==> src/cache_pkg.sv <==
package cache_pkg;

	localparam int word_w   = 16;
	localparam int addr_w   = 15;
	localparam int offset_w = 3;
	localparam int index_w  = 8;
	localparam int tag_w    = 4;
	localparam int block_w  = tag_w + index_w;
	localparam int line_w   = word_w * (2 ** offset_w);

	typedef struct packed {
		logic [tag_w-1:0]    tag;
		logic [index_w-1:0]  index;
		logic [offset_w-1:0] offset;
	} addr_split_t;

	typedef struct packed {
		logic [block_w-1:0]  block;   // memory line number
		logic [offset_w-1:0] offset;
	} addr_linear_t;

	// same word address seen as cache fields or as memory block
	typedef union packed {
		addr_split_t  split;
		addr_linear_t linear;
	} word_addr_t;

	typedef logic [line_w-1:0] line_t;

	typedef enum logic {
		op_read  = 1'b0,
		op_write = 1'b1
	} cache_op_t;

endpackage

==> src/cache_result.sv <==
module cache_result
	import cache_pkg::*;
(
	input  logic                clk,
	input  logic                reset,
	input  logic                lookup_valid,
	input  cache_op_t           lookup_op,
	input  logic [offset_w-1:0] lookup_offset,
	input  line_t               lookup_line,
	input  logic [word_w-1:0]   lookup_wdata,
	output line_t               merged_line,
	output logic                rsp_valid,
	output logic [word_w-1:0]   rsp_rdata,
	output logic                credit_return
);

	logic [word_w-1:0] rd_word;

	assign rd_word = lookup_line[lookup_offset*word_w +: word_w];

	// write data dropped into its slot, rest of line kept
	always_comb begin
		merged_line = lookup_line;
		merged_line[lookup_offset*word_w +: word_w] = lookup_wdata;
	end

	always_ff @(posedge clk) begin
		if (reset) begin
			rsp_valid <= 1'b0;
			credit_return <= 1'b0;
		end else begin
			rsp_valid <= lookup_valid && (lookup_op == op_read);
			credit_return <= lookup_valid;   // reads and writes both free a slot
		end
	end

	always_ff @(posedge clk) begin
		if (lookup_valid) begin
			rsp_rdata <= rd_word;
		end
	end

endmodule

==> config.mk <==
export PLATFORM = sky130hd
export DESIGN_NAME = cache_result
export DESIGN_NICKNAME = d
export VERILOG_FILES = /design/src/cache_pkg.sv /design/src/cache_result.sv
export SDC_FILE = /design/constraint.sdc
export NUM_CORES = 1
export LEC_CHECK = 0
export BUFFER_PORTS_ARGS = -buffer_cell sky130_fd_sc_hd__buf_2
export CORE_AREA = 5 5 112 114
export CTS_CLUSTER_SIZE = 10
export DETAILED_ROUTE_END_ITERATION = 6
export DIE_AREA = 0 0 117 119
export PLACE_DENSITY = 0.69
export SYNTH_ARGS = -nofsm -noshare
export SYNTH_HDL_FRONTEND = slang
export SYNTH_SLANG_ARGS = --single-unit
==> constraint.sdc <==
create_clock -name clk -period 3.15 [get_ports clk]
set_clock_uncertainty 0.1 [all_clocks]
set_input_delay 0.315 -clock clk [delete_from_list [all_inputs] [get_ports clk]]
set_output_delay 0.315 -clock clk [all_outputs]
set_load 0.02 [all_outputs]
==> impl_metrics.json <==
{
  "whs_path_depth": 2,
  "die_h_um": 119,
  "start_kind": "primary input",
  "track_usage": 0.2302,
  "synth.distinct_cells": 28,
  "drtPass1Iterations": 5,
  "ys_ff_latch": 18,
  "cts_resized": 0,
  "vias": 4229,
  "ant_nets": 0,
  "hold_viol": 0,
  "min-delay-start": "lookup_op",
  "drive_gt1_frac": 0.6161,
  "critPathMaxFanout": 32,
  "die-area_um2": 13920,
  "slew-limit-headroom": 0.2600,
  "crit_arrival_ps": 2440,
  "routedWlPerCell_um": 20.73,
  "setup_violations": 0,
  "syn-instance-count": 397,
  "total_power_uw": 1446,
  "postSynthAreaPerCell_um2": 8.481,
  "internal_power_uw": 814.1,
  "antenna_cells": 0,
  "cts_tree": "yes",
  "area_delta_synth_final_pct": 48.87,
  "globalRouteOverflowTotal": 0,
  "pre_cts_ws_ps": 319.8,
  "clockBufferDepth": 2,
  "hold_class": "primary input to flop",
  "clockRootBuffer": "clkbuf_16",
  "viasPerCell": 5.189,
  "p_leak_uw": 0.002623,
  "whs_ps": 122.5,
  "path_clk_slew_ps": 50,
  "finalWeightedCongestion": 0.9200,
  "net-switching-power_uw": 632.0,
  "grt_first_pass_wirelength_um": 24740,
  "seq_area_frac_synth": 0.1546,
  "core_area_um2": 11320,
  "synth_edf_count": 16,
  "worstPathRequired_ps": 2730,
  "power_frac_seq": 0.205,
  "route.detailed.drc": 0,
  "ys_dominant_reg_cell": "edfxtp_1",
  "fp.dieW_um": 117,
  "antenna_found_initial": 0,
  "clkPwrFrac": 0.174,
  "syn_area_um2": 3367,
  "ir_drop_v": 0.0002764,
  "fin_crit_sh": 0.9065,
  "drt_iter0_markers": 346,
  "grt_pass1_vias": 4177,
  "post-cts-setup-buffer-count": 0,
  "routed_wl_um": 16900,
  "rsz0062_at_grt": "false",
  "crit_type": "primary input to primary output",
  "start_util": 0.2974,
  "cts_buffers": 3,
  "placementRows": 39,
  "fin_nets": 827,
  "drv_slew": 0,
  "grt_start_max_net_pins": 39,
  "hold_end": "rsp_valid$_SDFF_PP0_",
  "hpwl_um": 14040,
  "setup_slack_ps": 294.5,
  "setup_tns_ps": 0,
  "numPortBuffers": 296,
  "postSynthNetCount": 551,
  "cp-end-kind": "primary output",
  "ys_warn_count": 0,
  "p_comb_frac": 0.621,
  "status": "finished, final reports clean",
  "cts.sinks": 18,
  "period_minus_slack_ps": 2855,
  "ctsHoldBuffers": 0,
  "cap_violations": 0,
  "timing_worst_slew_pin_value_ps": 1109,
  "io_pins": 297,
  "fmax_mhz": 350.2,
  "synthArstFlopShare": 0,
  "cts.htree.levels": 1,
  "p_per_area_nw_per_um2": 288.5,
  "netSwitchingFraction": 0.4370
}
==> layout make-up <==
type / count / area [um2]
flip-flops and latches: 18 / 520.5
well taps: 143 / 178.9
inverters: 3 / 11.26
fillers: 1189 / 6309
multi-input cells: 340 / 2659
clock buffers: 4 / 78.83
repair buffers: 307 / 1564
==> power groups by stage <==
stage	combinational [uW]	sequential (uW)	clock [uW]
6_report	898	296	252
3_5_place_dp	895	301	0
3_3_place_gp	891	300	0
2_1_floorplan	503	335	0
5_1_grt	963	298	270
4_1_cts	898	296	258
==> sequential cells by signal, indices dropped and copies added (netlist names) <==
register / cells
rsp_rdata: 16
credit_return: 1
rsp_valid: 1
==> routing by layer <==
metal | up-vias | share of wire | routed length (um) | global-route usage
li1 | 1998 | - | - | -
met1 | 1980 | 0.43 | 7238 | 0.3405
met2 | 238 | 0.47 | 8014 | 0.3663
met3 | 13 | 0.088 | 1485 | 0.02535
met4 | 0 | 0.0095 | 160 | 0.03728
met5 | - | 0 | 0 | 0
==> worst max-delay path by stage <==
| stage | end | slack, ps | startpoint |
|---|---|---|---|
| after floorplan | merged_line[113] | 30 | lookup_offset[1] |
| after global placement | merged_line[7] | 380 | lookup_offset[1] |
| after detailed placement | merged_line[36] | 320 | lookup_offset[1] |
| after CTS | merged_line[104] | 310 | lookup_offset[1] |
| after global routing | merged_line[36] | 100 | lookup_offset[1] |
| final | merged_line[105] | 290 | lookup_offset[1] |
==> through the flow <==
| stage | cells | area (um2) | utilization |
|---|---|---|---|
| 2_1_floorplan | 397 | 3367 | - |
| 3_3_place_gp | 811 | 4933 | 0.4358 |
| 3_5_place_dp | 811 | 4933 | 0.4358 |
| 4_1_cts | 815 | 5012 | 0.4428 |
| 5_1_grt | 815 | 5012 | 0.4428 |
| 6_report | 815 | 5012 | 0.4428 |
==> critical path: stages <==
cell and delay (ps):
buf_2 100, clkinv_1 100, ha_1 220, ha_1 210, nor2_2 840, and2_1 310
mux2_2 180, buf_2 160
==> cells in the final DEF, fill, tap and decap left out, drive strengths merged <==
cell type / count
nand4: 1
and2b: 1
mux4: 32
edfxtp: 16
dfxtp: 2
or4b: 1
clkbuf: 4
ha: 3
nand4b: 2
nor2b: 3
nand2: 128
buf: 307
or2: 1
clkinv: 1
nand4bb: 2
nor4: 1
and2: 16
mux2: 64
inv: 2
nor2: 2
and3: 17
o21ai: 64
nand3: 2
==> logic make-up (layout without fill, tap and decap cells) <==
kind of cell             after synthesis  after routing  share of synthesized area
flip-flops                            18             18                     0.1546
multiplexers                          96             96                     0.4281
AO/OA/AOI/OAI                         64             64                    0.09513
adder cells (fa/ha/maj)                3              3                    0.01115
buffers and inverters                 39            314                    0.05648
AND/OR/NAND/NOR                      177            177                     0.2546
==> Yosys cell counts, drive strengths merged, types with 2 or more instances <==
cell,n,area [um2]
and2,16,100.1
and3,17,106.4
buf,14,96.34
clkbuf,22,82.58
dfxtp,2,40.04
edfxtp,16,480.5
ha,3,37.54
inv,2,7.510
mux2,64,720.7
mux4,32,720.7
nand2,128,480.5
nand3,2,27.53
nand4b,2,32.53
nand4bb,2,22.52
nor2,2,10.01
nor2b,3,18.77
o21ai,64,320.3
No activity file was read; power rests on OpenSTA's default activity.
