**src/cache_pkg.sv**
```systemverilog
package cache_pkg;

	localparam int word_w   = 16;
	localparam int addr_w   = 15;
	localparam int offset_w = 3;
	localparam int index_w  = 8;
	localparam int tag_w    = 4;
	localparam int block_w  = tag_w + index_w;
	localparam int line_w   = word_w * (2 ** offset_w);

	typedef struct packed {
		logic [tag_w-1:0]    tag;
		logic [index_w-1:0]  index;
		logic [offset_w-1:0] offset;
	} addr_split_t;

	typedef struct packed {
		logic [block_w-1:0]  block;   // memory line number
		logic [offset_w-1:0] offset;
	} addr_linear_t;

	// same word address seen as cache fields or as memory block
	typedef union packed {
		addr_split_t  split;
		addr_linear_t linear;
	} word_addr_t;

	typedef logic [line_w-1:0] line_t;

	typedef enum logic {
		op_read  = 1'b0,
		op_write = 1'b1
	} cache_op_t;

endpackage

```
**src/cache_decode.sv**
```systemverilog
module cache_decode
	import cache_pkg::*;
#(
	parameter int CREDITS = 4
) (
	input  logic              clk,
	input  logic              reset,
	input  logic              req_valid,
	input  cache_op_t         req_op,
	input  logic [addr_w-1:0] req_addr,
	input  logic [word_w-1:0] req_wdata,
	input  logic              q_pop,
	output logic              q_valid,
	output cache_op_t         q_op,
	output word_addr_t        q_addr,
	output logic [word_w-1:0] q_wdata
);

	localparam int ptr_w = (CREDITS > 1) ? $clog2(CREDITS) : 1;
	localparam int cnt_w = $clog2(CREDITS + 1);

	cache_op_t         op_mem    [CREDITS];
	logic [addr_w-1:0] addr_mem  [CREDITS];
	logic [word_w-1:0] wdata_mem [CREDITS];

	logic [ptr_w-1:0] wr_ptr;
	logic [ptr_w-1:0] rd_ptr;
	logic [cnt_w-1:0] count;
	logic             full;
	logic             push;
	logic             pop;

	assign full = (count == cnt_w'(CREDITS));
	assign push = req_valid && !full;   // credits keep this from dropping
	assign pop = q_pop && q_valid;

	assign q_valid = (count != '0);
	assign q_op = op_mem[rd_ptr];
	assign q_addr = word_addr_t'(addr_mem[rd_ptr]);
	assign q_wdata = wdata_mem[rd_ptr];

	always_ff @(posedge clk) begin
		if (reset) begin
			wr_ptr <= '0;
			rd_ptr <= '0;
			count <= '0;
		end else begin
			if (push) begin
				wr_ptr <= (wr_ptr == ptr_w'(CREDITS - 1)) ? '0 : wr_ptr + 1'b1;
			end
			if (pop) begin
				rd_ptr <= (rd_ptr == ptr_w'(CREDITS - 1)) ? '0 : rd_ptr + 1'b1;
			end
			count <= count + cnt_w'(push) - cnt_w'(pop);
		end
	end

	always_ff @(posedge clk) begin
		if (push) begin
			op_mem[wr_ptr] <= req_op;
			addr_mem[wr_ptr] <= req_addr;
			wdata_mem[wr_ptr] <= req_wdata;
		end
	end

endmodule

```
**config.mk**
```make
export PLATFORM = sky130hd
export DESIGN_NAME = cache_decode
export DESIGN_NICKNAME = d
export VERILOG_FILES = /design/src/cache_pkg.sv /design/src/cache_decode.sv
export SDC_FILE = /design/constraint.sdc
export NUM_CORES = 1
export LEC_CHECK = 0
export BUFFER_PORTS_ARGS = -buffer_cell sky130_fd_sc_hd__buf_2
export CORE_ASPECT_RATIO = 1.2
export CORE_UTILIZATION = 60
export DETAILED_ROUTE_END_ITERATION = 10
export PLACE_DENSITY = 0.93
export SLEW_MARGIN = 20
export SYNTH_ARGS = -nofsm -noshare
export SYNTH_HDL_FRONTEND = slang
export SYNTH_SLANG_ARGS = --single-unit
```
**constraint.sdc**
```tcl
create_clock -name clk -period 6.05 [get_ports clk]
set_input_delay 0 -clock clk [delete_from_list [all_inputs] [get_ports clk]]
set_output_delay 0 -clock clk [all_outputs]
set_load 0.01 [all_outputs]
```
==> results_tabular.tex <==
\begin{tabular}{lr}
\hline
Metric & Value \\
\hline
\multicolumn{2}{l}{\textbf{Worst hold path}} \\
Hold-critical path depth & 2 \\
Hold WC Path Type & input pin to flip-flop \\
\multicolumn{2}{l}{\textbf{STA}} \\
Hold Fails Final Rpt & 0 \\
Setup repair after global routing missed its margin & false \\
Worst-case clock skew & 6.89 ps \\
Shortest clock period the worst path allows after layout & $\sim$2500 ps \\
Timing-limited maximum frequency & between 300 and 400 MHz \\
Max-slew violation count & 0 \\
Post-route setup TNS & 0 ps \\
Minimum setup slack in the final design & between 3000 and 4000 ps \\
Measured slew at the worst slew-check pin & 883 ps \\
Final clock period utilization by the worst path & 41.4\% \\
Max-slew headroom & 41.1\% \\
Final Setup Violations & 0 \\
\multicolumn{2}{l}{\textbf{Logic synthesis}} \\
Proportion of register bits with asynchronous set or reset after synthesis & 0\% \\
Synthesized-area fraction occupied by ao, oa, aoi and oai cells & 0.491\% \\
Post-Synth Adder-Cell Area & 2.11\% \\
Most common cell in the netlist & sky130\_fd\_sc\_hd\_\_edfxtp\_1 \\
Cell taking the most area after synthesis & sky130\_fd\_sc\_hd\_\_edfxtp\_1 \\
Mapped Area & approximately 5100 um2 \\
Net count after synthesis & 260 \\
Share of the synthesized area in the top cell type & between 70 and 80\% \\
Main combinational cell family by area after synthesis & multiplexers \\
Post-synthesis sequential area ratio & between 70\% and 80\% \\
Leading post-synthesis cells by instance count & sky130\_fd\_sc\_hd\_\_edfxtp\_1 (128), sky130\_fd\_sc\_hd\_\_mux4\_2 (32), sky130\_fd\_sc\_hd\_\_dfxtp\_1 (9), sky130\_fd\_sc\_hd\_\_ha\_1 (7), sky130\_fd\_sc\_hd\_\_inv\_1 (6) \\
Synthesized instance count & 216 \\
Number of warning messages in the yosys log & 0 \\
Main synth FF type & sky130\_fd\_sc\_hd\_\_edfxtp\_1 \\
Multiplexer share of the synthesized area & 14.5\% \\
Flop and latch count out of synthesis & 137 \\
Top post-synthesis cells by area & sky130\_fd\_sc\_hd\_\_edfxtp\_1 (75\%), sky130\_fd\_sc\_hd\_\_mux4\_2 (14\%), sky130\_fd\_sc\_hd\_\_dfxtp\_1 (3.5\%) \\
Average cell area after synthesis & around 24 um2 \\
Number of flops mapped to enable cells by yosys & 128 \\
Number of distinct library cells after synthesis & 28 \\
Simple-Gate Fraction of Synth Area & 2.33\% \\
Fraction of synthesized cell area in xor and xnor cells & 0.172\% \\
\multicolumn{2}{l}{\textbf{Routing}} \\
Final WL & 9.78 mm \\
Remaining design rule violation count & 0 \\
Wire length per cell after detailed routing & between 20 and 25 um \\
Number of DRC markers after the initial detailed-route iteration & 162 \\
Vias per inst & 5.48 \\
Final antenna-violating net count & 0 \\
Initial DRT Pass Iterations & 4 \\
Number of vias after detailed routing & approximately 2500 \\
\multicolumn{2}{l}{\textbf{Floorplanning}} \\
Height of the chip & 103 um \\
Horizontal die dimension & 86.2 um \\
Initial core utilization & about 62\% \\
Core outline area & 8200 um2 \\
Core Rows & 36 \\
Number of I/O pins & just under 70 \\
Full die area & just under 9000 um2 \\
\multicolumn{2}{l}{\textbf{Placement}} \\
I/O Buffers & 68 \\
DP Cell Count & 391 \\
Post-detail-place hpwl & 4.98 mm \\
Setup Slack @ Placement & between 3000 and 4000 ps \\
Placer Congestion & 0.756 \\
\multicolumn{2}{l}{\textbf{Setup path}} \\
Most used cell along the critical path & sky130\_fd\_sc\_hd\_\_inv\_1 \\
Required time of the critical path & 6450 ps \\
Slowest stage cell, crit path & sky130\_fd\_sc\_hd\_\_o31ai\_1 \\
Critical path launch point type & flip-flop \\
Path type of the worst setup path & flip-flop to flip-flop \\
CP Max Fanout & 6 \\
Arrival time of the worst setup path & 2910 ps \\
Cell chain of the critical path & o31ai\_1 > inv\_1 > ha\_1 > inv\_1 > ha\_1 > inv\_1 > fa\_1 > xor2\_1 > and2\_1 > nor3\_1 \\
Cells on worst reg2reg path & 10 \\
Top cell family by delay on the critical path & adder cells \\
Logic depth of the worst setup path including buffers & 10 \\
WP buf/inv & 3 \\
Critical Path Max Stage Delay & 540 ps \\
Critical Path Sink Type & flip-flop \\
\multicolumn{2}{l}{\textbf{Job}} \\
Number of max-capacitance violations reported & 0 \\
\multicolumn{2}{l}{\textbf{Clock network}} \\
Cts bufs inserted & 17 \\
Root Buffer Master & sky130\_fd\_sc\_hd\_\_clkbuf\_8 \\
Clock transition at the register clock pins on the worst setup and hold paths after CTS & 60 ps \\
Clock latency of the later-clocked register in the worst-skew pair & about 520 ps \\
Sink count of the clock tree & $\sim$140 \\
Max Root-Sink Buffers & 2 \\
H-tree lvl count & 4 \\
Total of cells resized after clock tree synthesis & 0 \\
TritonCTS clock tree & done \\
\multicolumn{2}{l}{\textbf{Layout}} \\
Final standard cell utilization of the core & approximately 79\% \\
Number of diodes added for antenna fixing & 0 \\
Area taken by multi-input logic gates & 1000 um2 \\
P\&R area growth vs syn & 27.6\% \\
Nets & 375 \\
Fillcell total & 429 \\
Fraction of layout instances using a drive strength above 1 & about two fifths \\
Post-route non-filler standard cell count & 458 \\
Storage cell area & a little over 4000 um2 \\
\multicolumn{2}{l}{\textbf{Power}} \\
LEAKAGE & approximately 0.0023 uW \\
Worst IR drop on VDD & roughly 290 uV \\
Total power & 2830 uW \\
Pwr per Cell Area & $\sim$430 nW/um2 \\
\multicolumn{2}{l}{\textbf{GRT}} \\
Maximum number of pins on one net before global-route repair & 33 \\
Antenna violations before repair & 0 \\
Overall track demand over capacity in global routing & about a quarter \\
Wire length of the first global-routing pass & 14.6 mm \\
Grt total ovfl & 0 \\
Vias in the first global route & 2711 \\
\multicolumn{2}{l}{\textbf{Outcome}} \\
Result of the run & complete, no violations \\
\hline
\end{tabular}
## cells in the final DEF, fill, tap and decap left out, types with 2 or more instances in the layout
cell                            instances
sky130_fd_sc_hd__edfxtp_1             128
sky130_fd_sc_hd__buf_2                 68
sky130_fd_sc_hd__and3_2                 4
sky130_fd_sc_hd__mux2i_1                2
sky130_fd_sc_hd__clkinvlp_4             3
sky130_fd_sc_hd__nor2_1                 3
sky130_fd_sc_hd__dfxtp_2                2
sky130_fd_sc_hd__dlygate4sd3_1         35
sky130_fd_sc_hd__nor3_1                 2
sky130_fd_sc_hd__dfxtp_1                7
sky130_fd_sc_hd__clkinv_2               2
sky130_fd_sc_hd__nand2b_1               2
sky130_fd_sc_hd__ha_1                   7
sky130_fd_sc_hd__bufinv_16              4
sky130_fd_sc_hd__clkinv_4               4
sky130_fd_sc_hd__mux4_2                32
sky130_fd_sc_hd__clkbuf_16             16
sky130_fd_sc_hd__inv_1                  6
## where the power goes
group / switching, uW / internal, uW
sequential: 66.4 / 1170
clock: 388 / 669
combinational: 267 / 270
## final timing paths
check,start,endpoint,slack [ps]
worst max-delay path,count[1]$_SDFF_PP0_,count[2]$_SDFF_PP0_,3550
worst min-delay path,req_addr[7],addr_mem[3][7]$_DFFE_PP_,230
worst max register to register,count[1]$_SDFF_PP0_,count[2]$_SDFF_PP0_,3550
worst min register to register,rd_ptr[0]$_SDFFE_PP0N_,flip-flop,520
## logic make-up after synthesis
logic type / Yosys count
DFF: 137
adders and majority gates: 8
AOI/OAI and AO/OA: 3
buffers and inverters: 14
xor gates and xnor gates: 1
and+or+nand+nor: 19
muxes: 34
## registers in the layout, summed over array words and instances, names as in the netlist, named ones only
name       flops
wdata_mem     64
addr_mem      60
op_mem         4
count          3
rd_ptr         2
wr_ptr         2
## per-stage QoR
| step | hold WS [ps] | cell area [um2] |
|---|---|---|
| finish | 232 | 6500 |
| floorplan | 98.9 | 5100 |
| CTS | 205 | 6500 |
| global placement | 210 | 5540 |
| detailed placement | 216 | 5540 |
| global route | 208 | 6500 |
## final cells by class
type | instances | share of cell area (%)
Clock buffer | 17 | 6.37
Clock inverter | 15 | 3.08
Inverter | 6 | 0.346
Multi-Input combinational cell | 65 | 15.4
Sequential cell | 137 | 61.9
Tap cell | 114 | 2.19
Timing Repair Buffer | 104 | 10.7
## layer usage
metal | part of all wire, % | GRT usage (%) | vias to the layer above
li1 | - | - | 1137
met3 | 4.1 | 7.69 | 16
met1 | 37 | 26.3 | 1281
met4 | 1.9 | 11.9 | 0
met2 | 57 | 44.3 | 76
met5 | 0 | 0 | -
## what timing repair did
action,in CTS,in global routing
endpoints found under the hold margin,137,0
setup endpoints to repair,0,0
hold buffers,35,0
setup buffers,0,0
(Power assumes the default switching activity.)
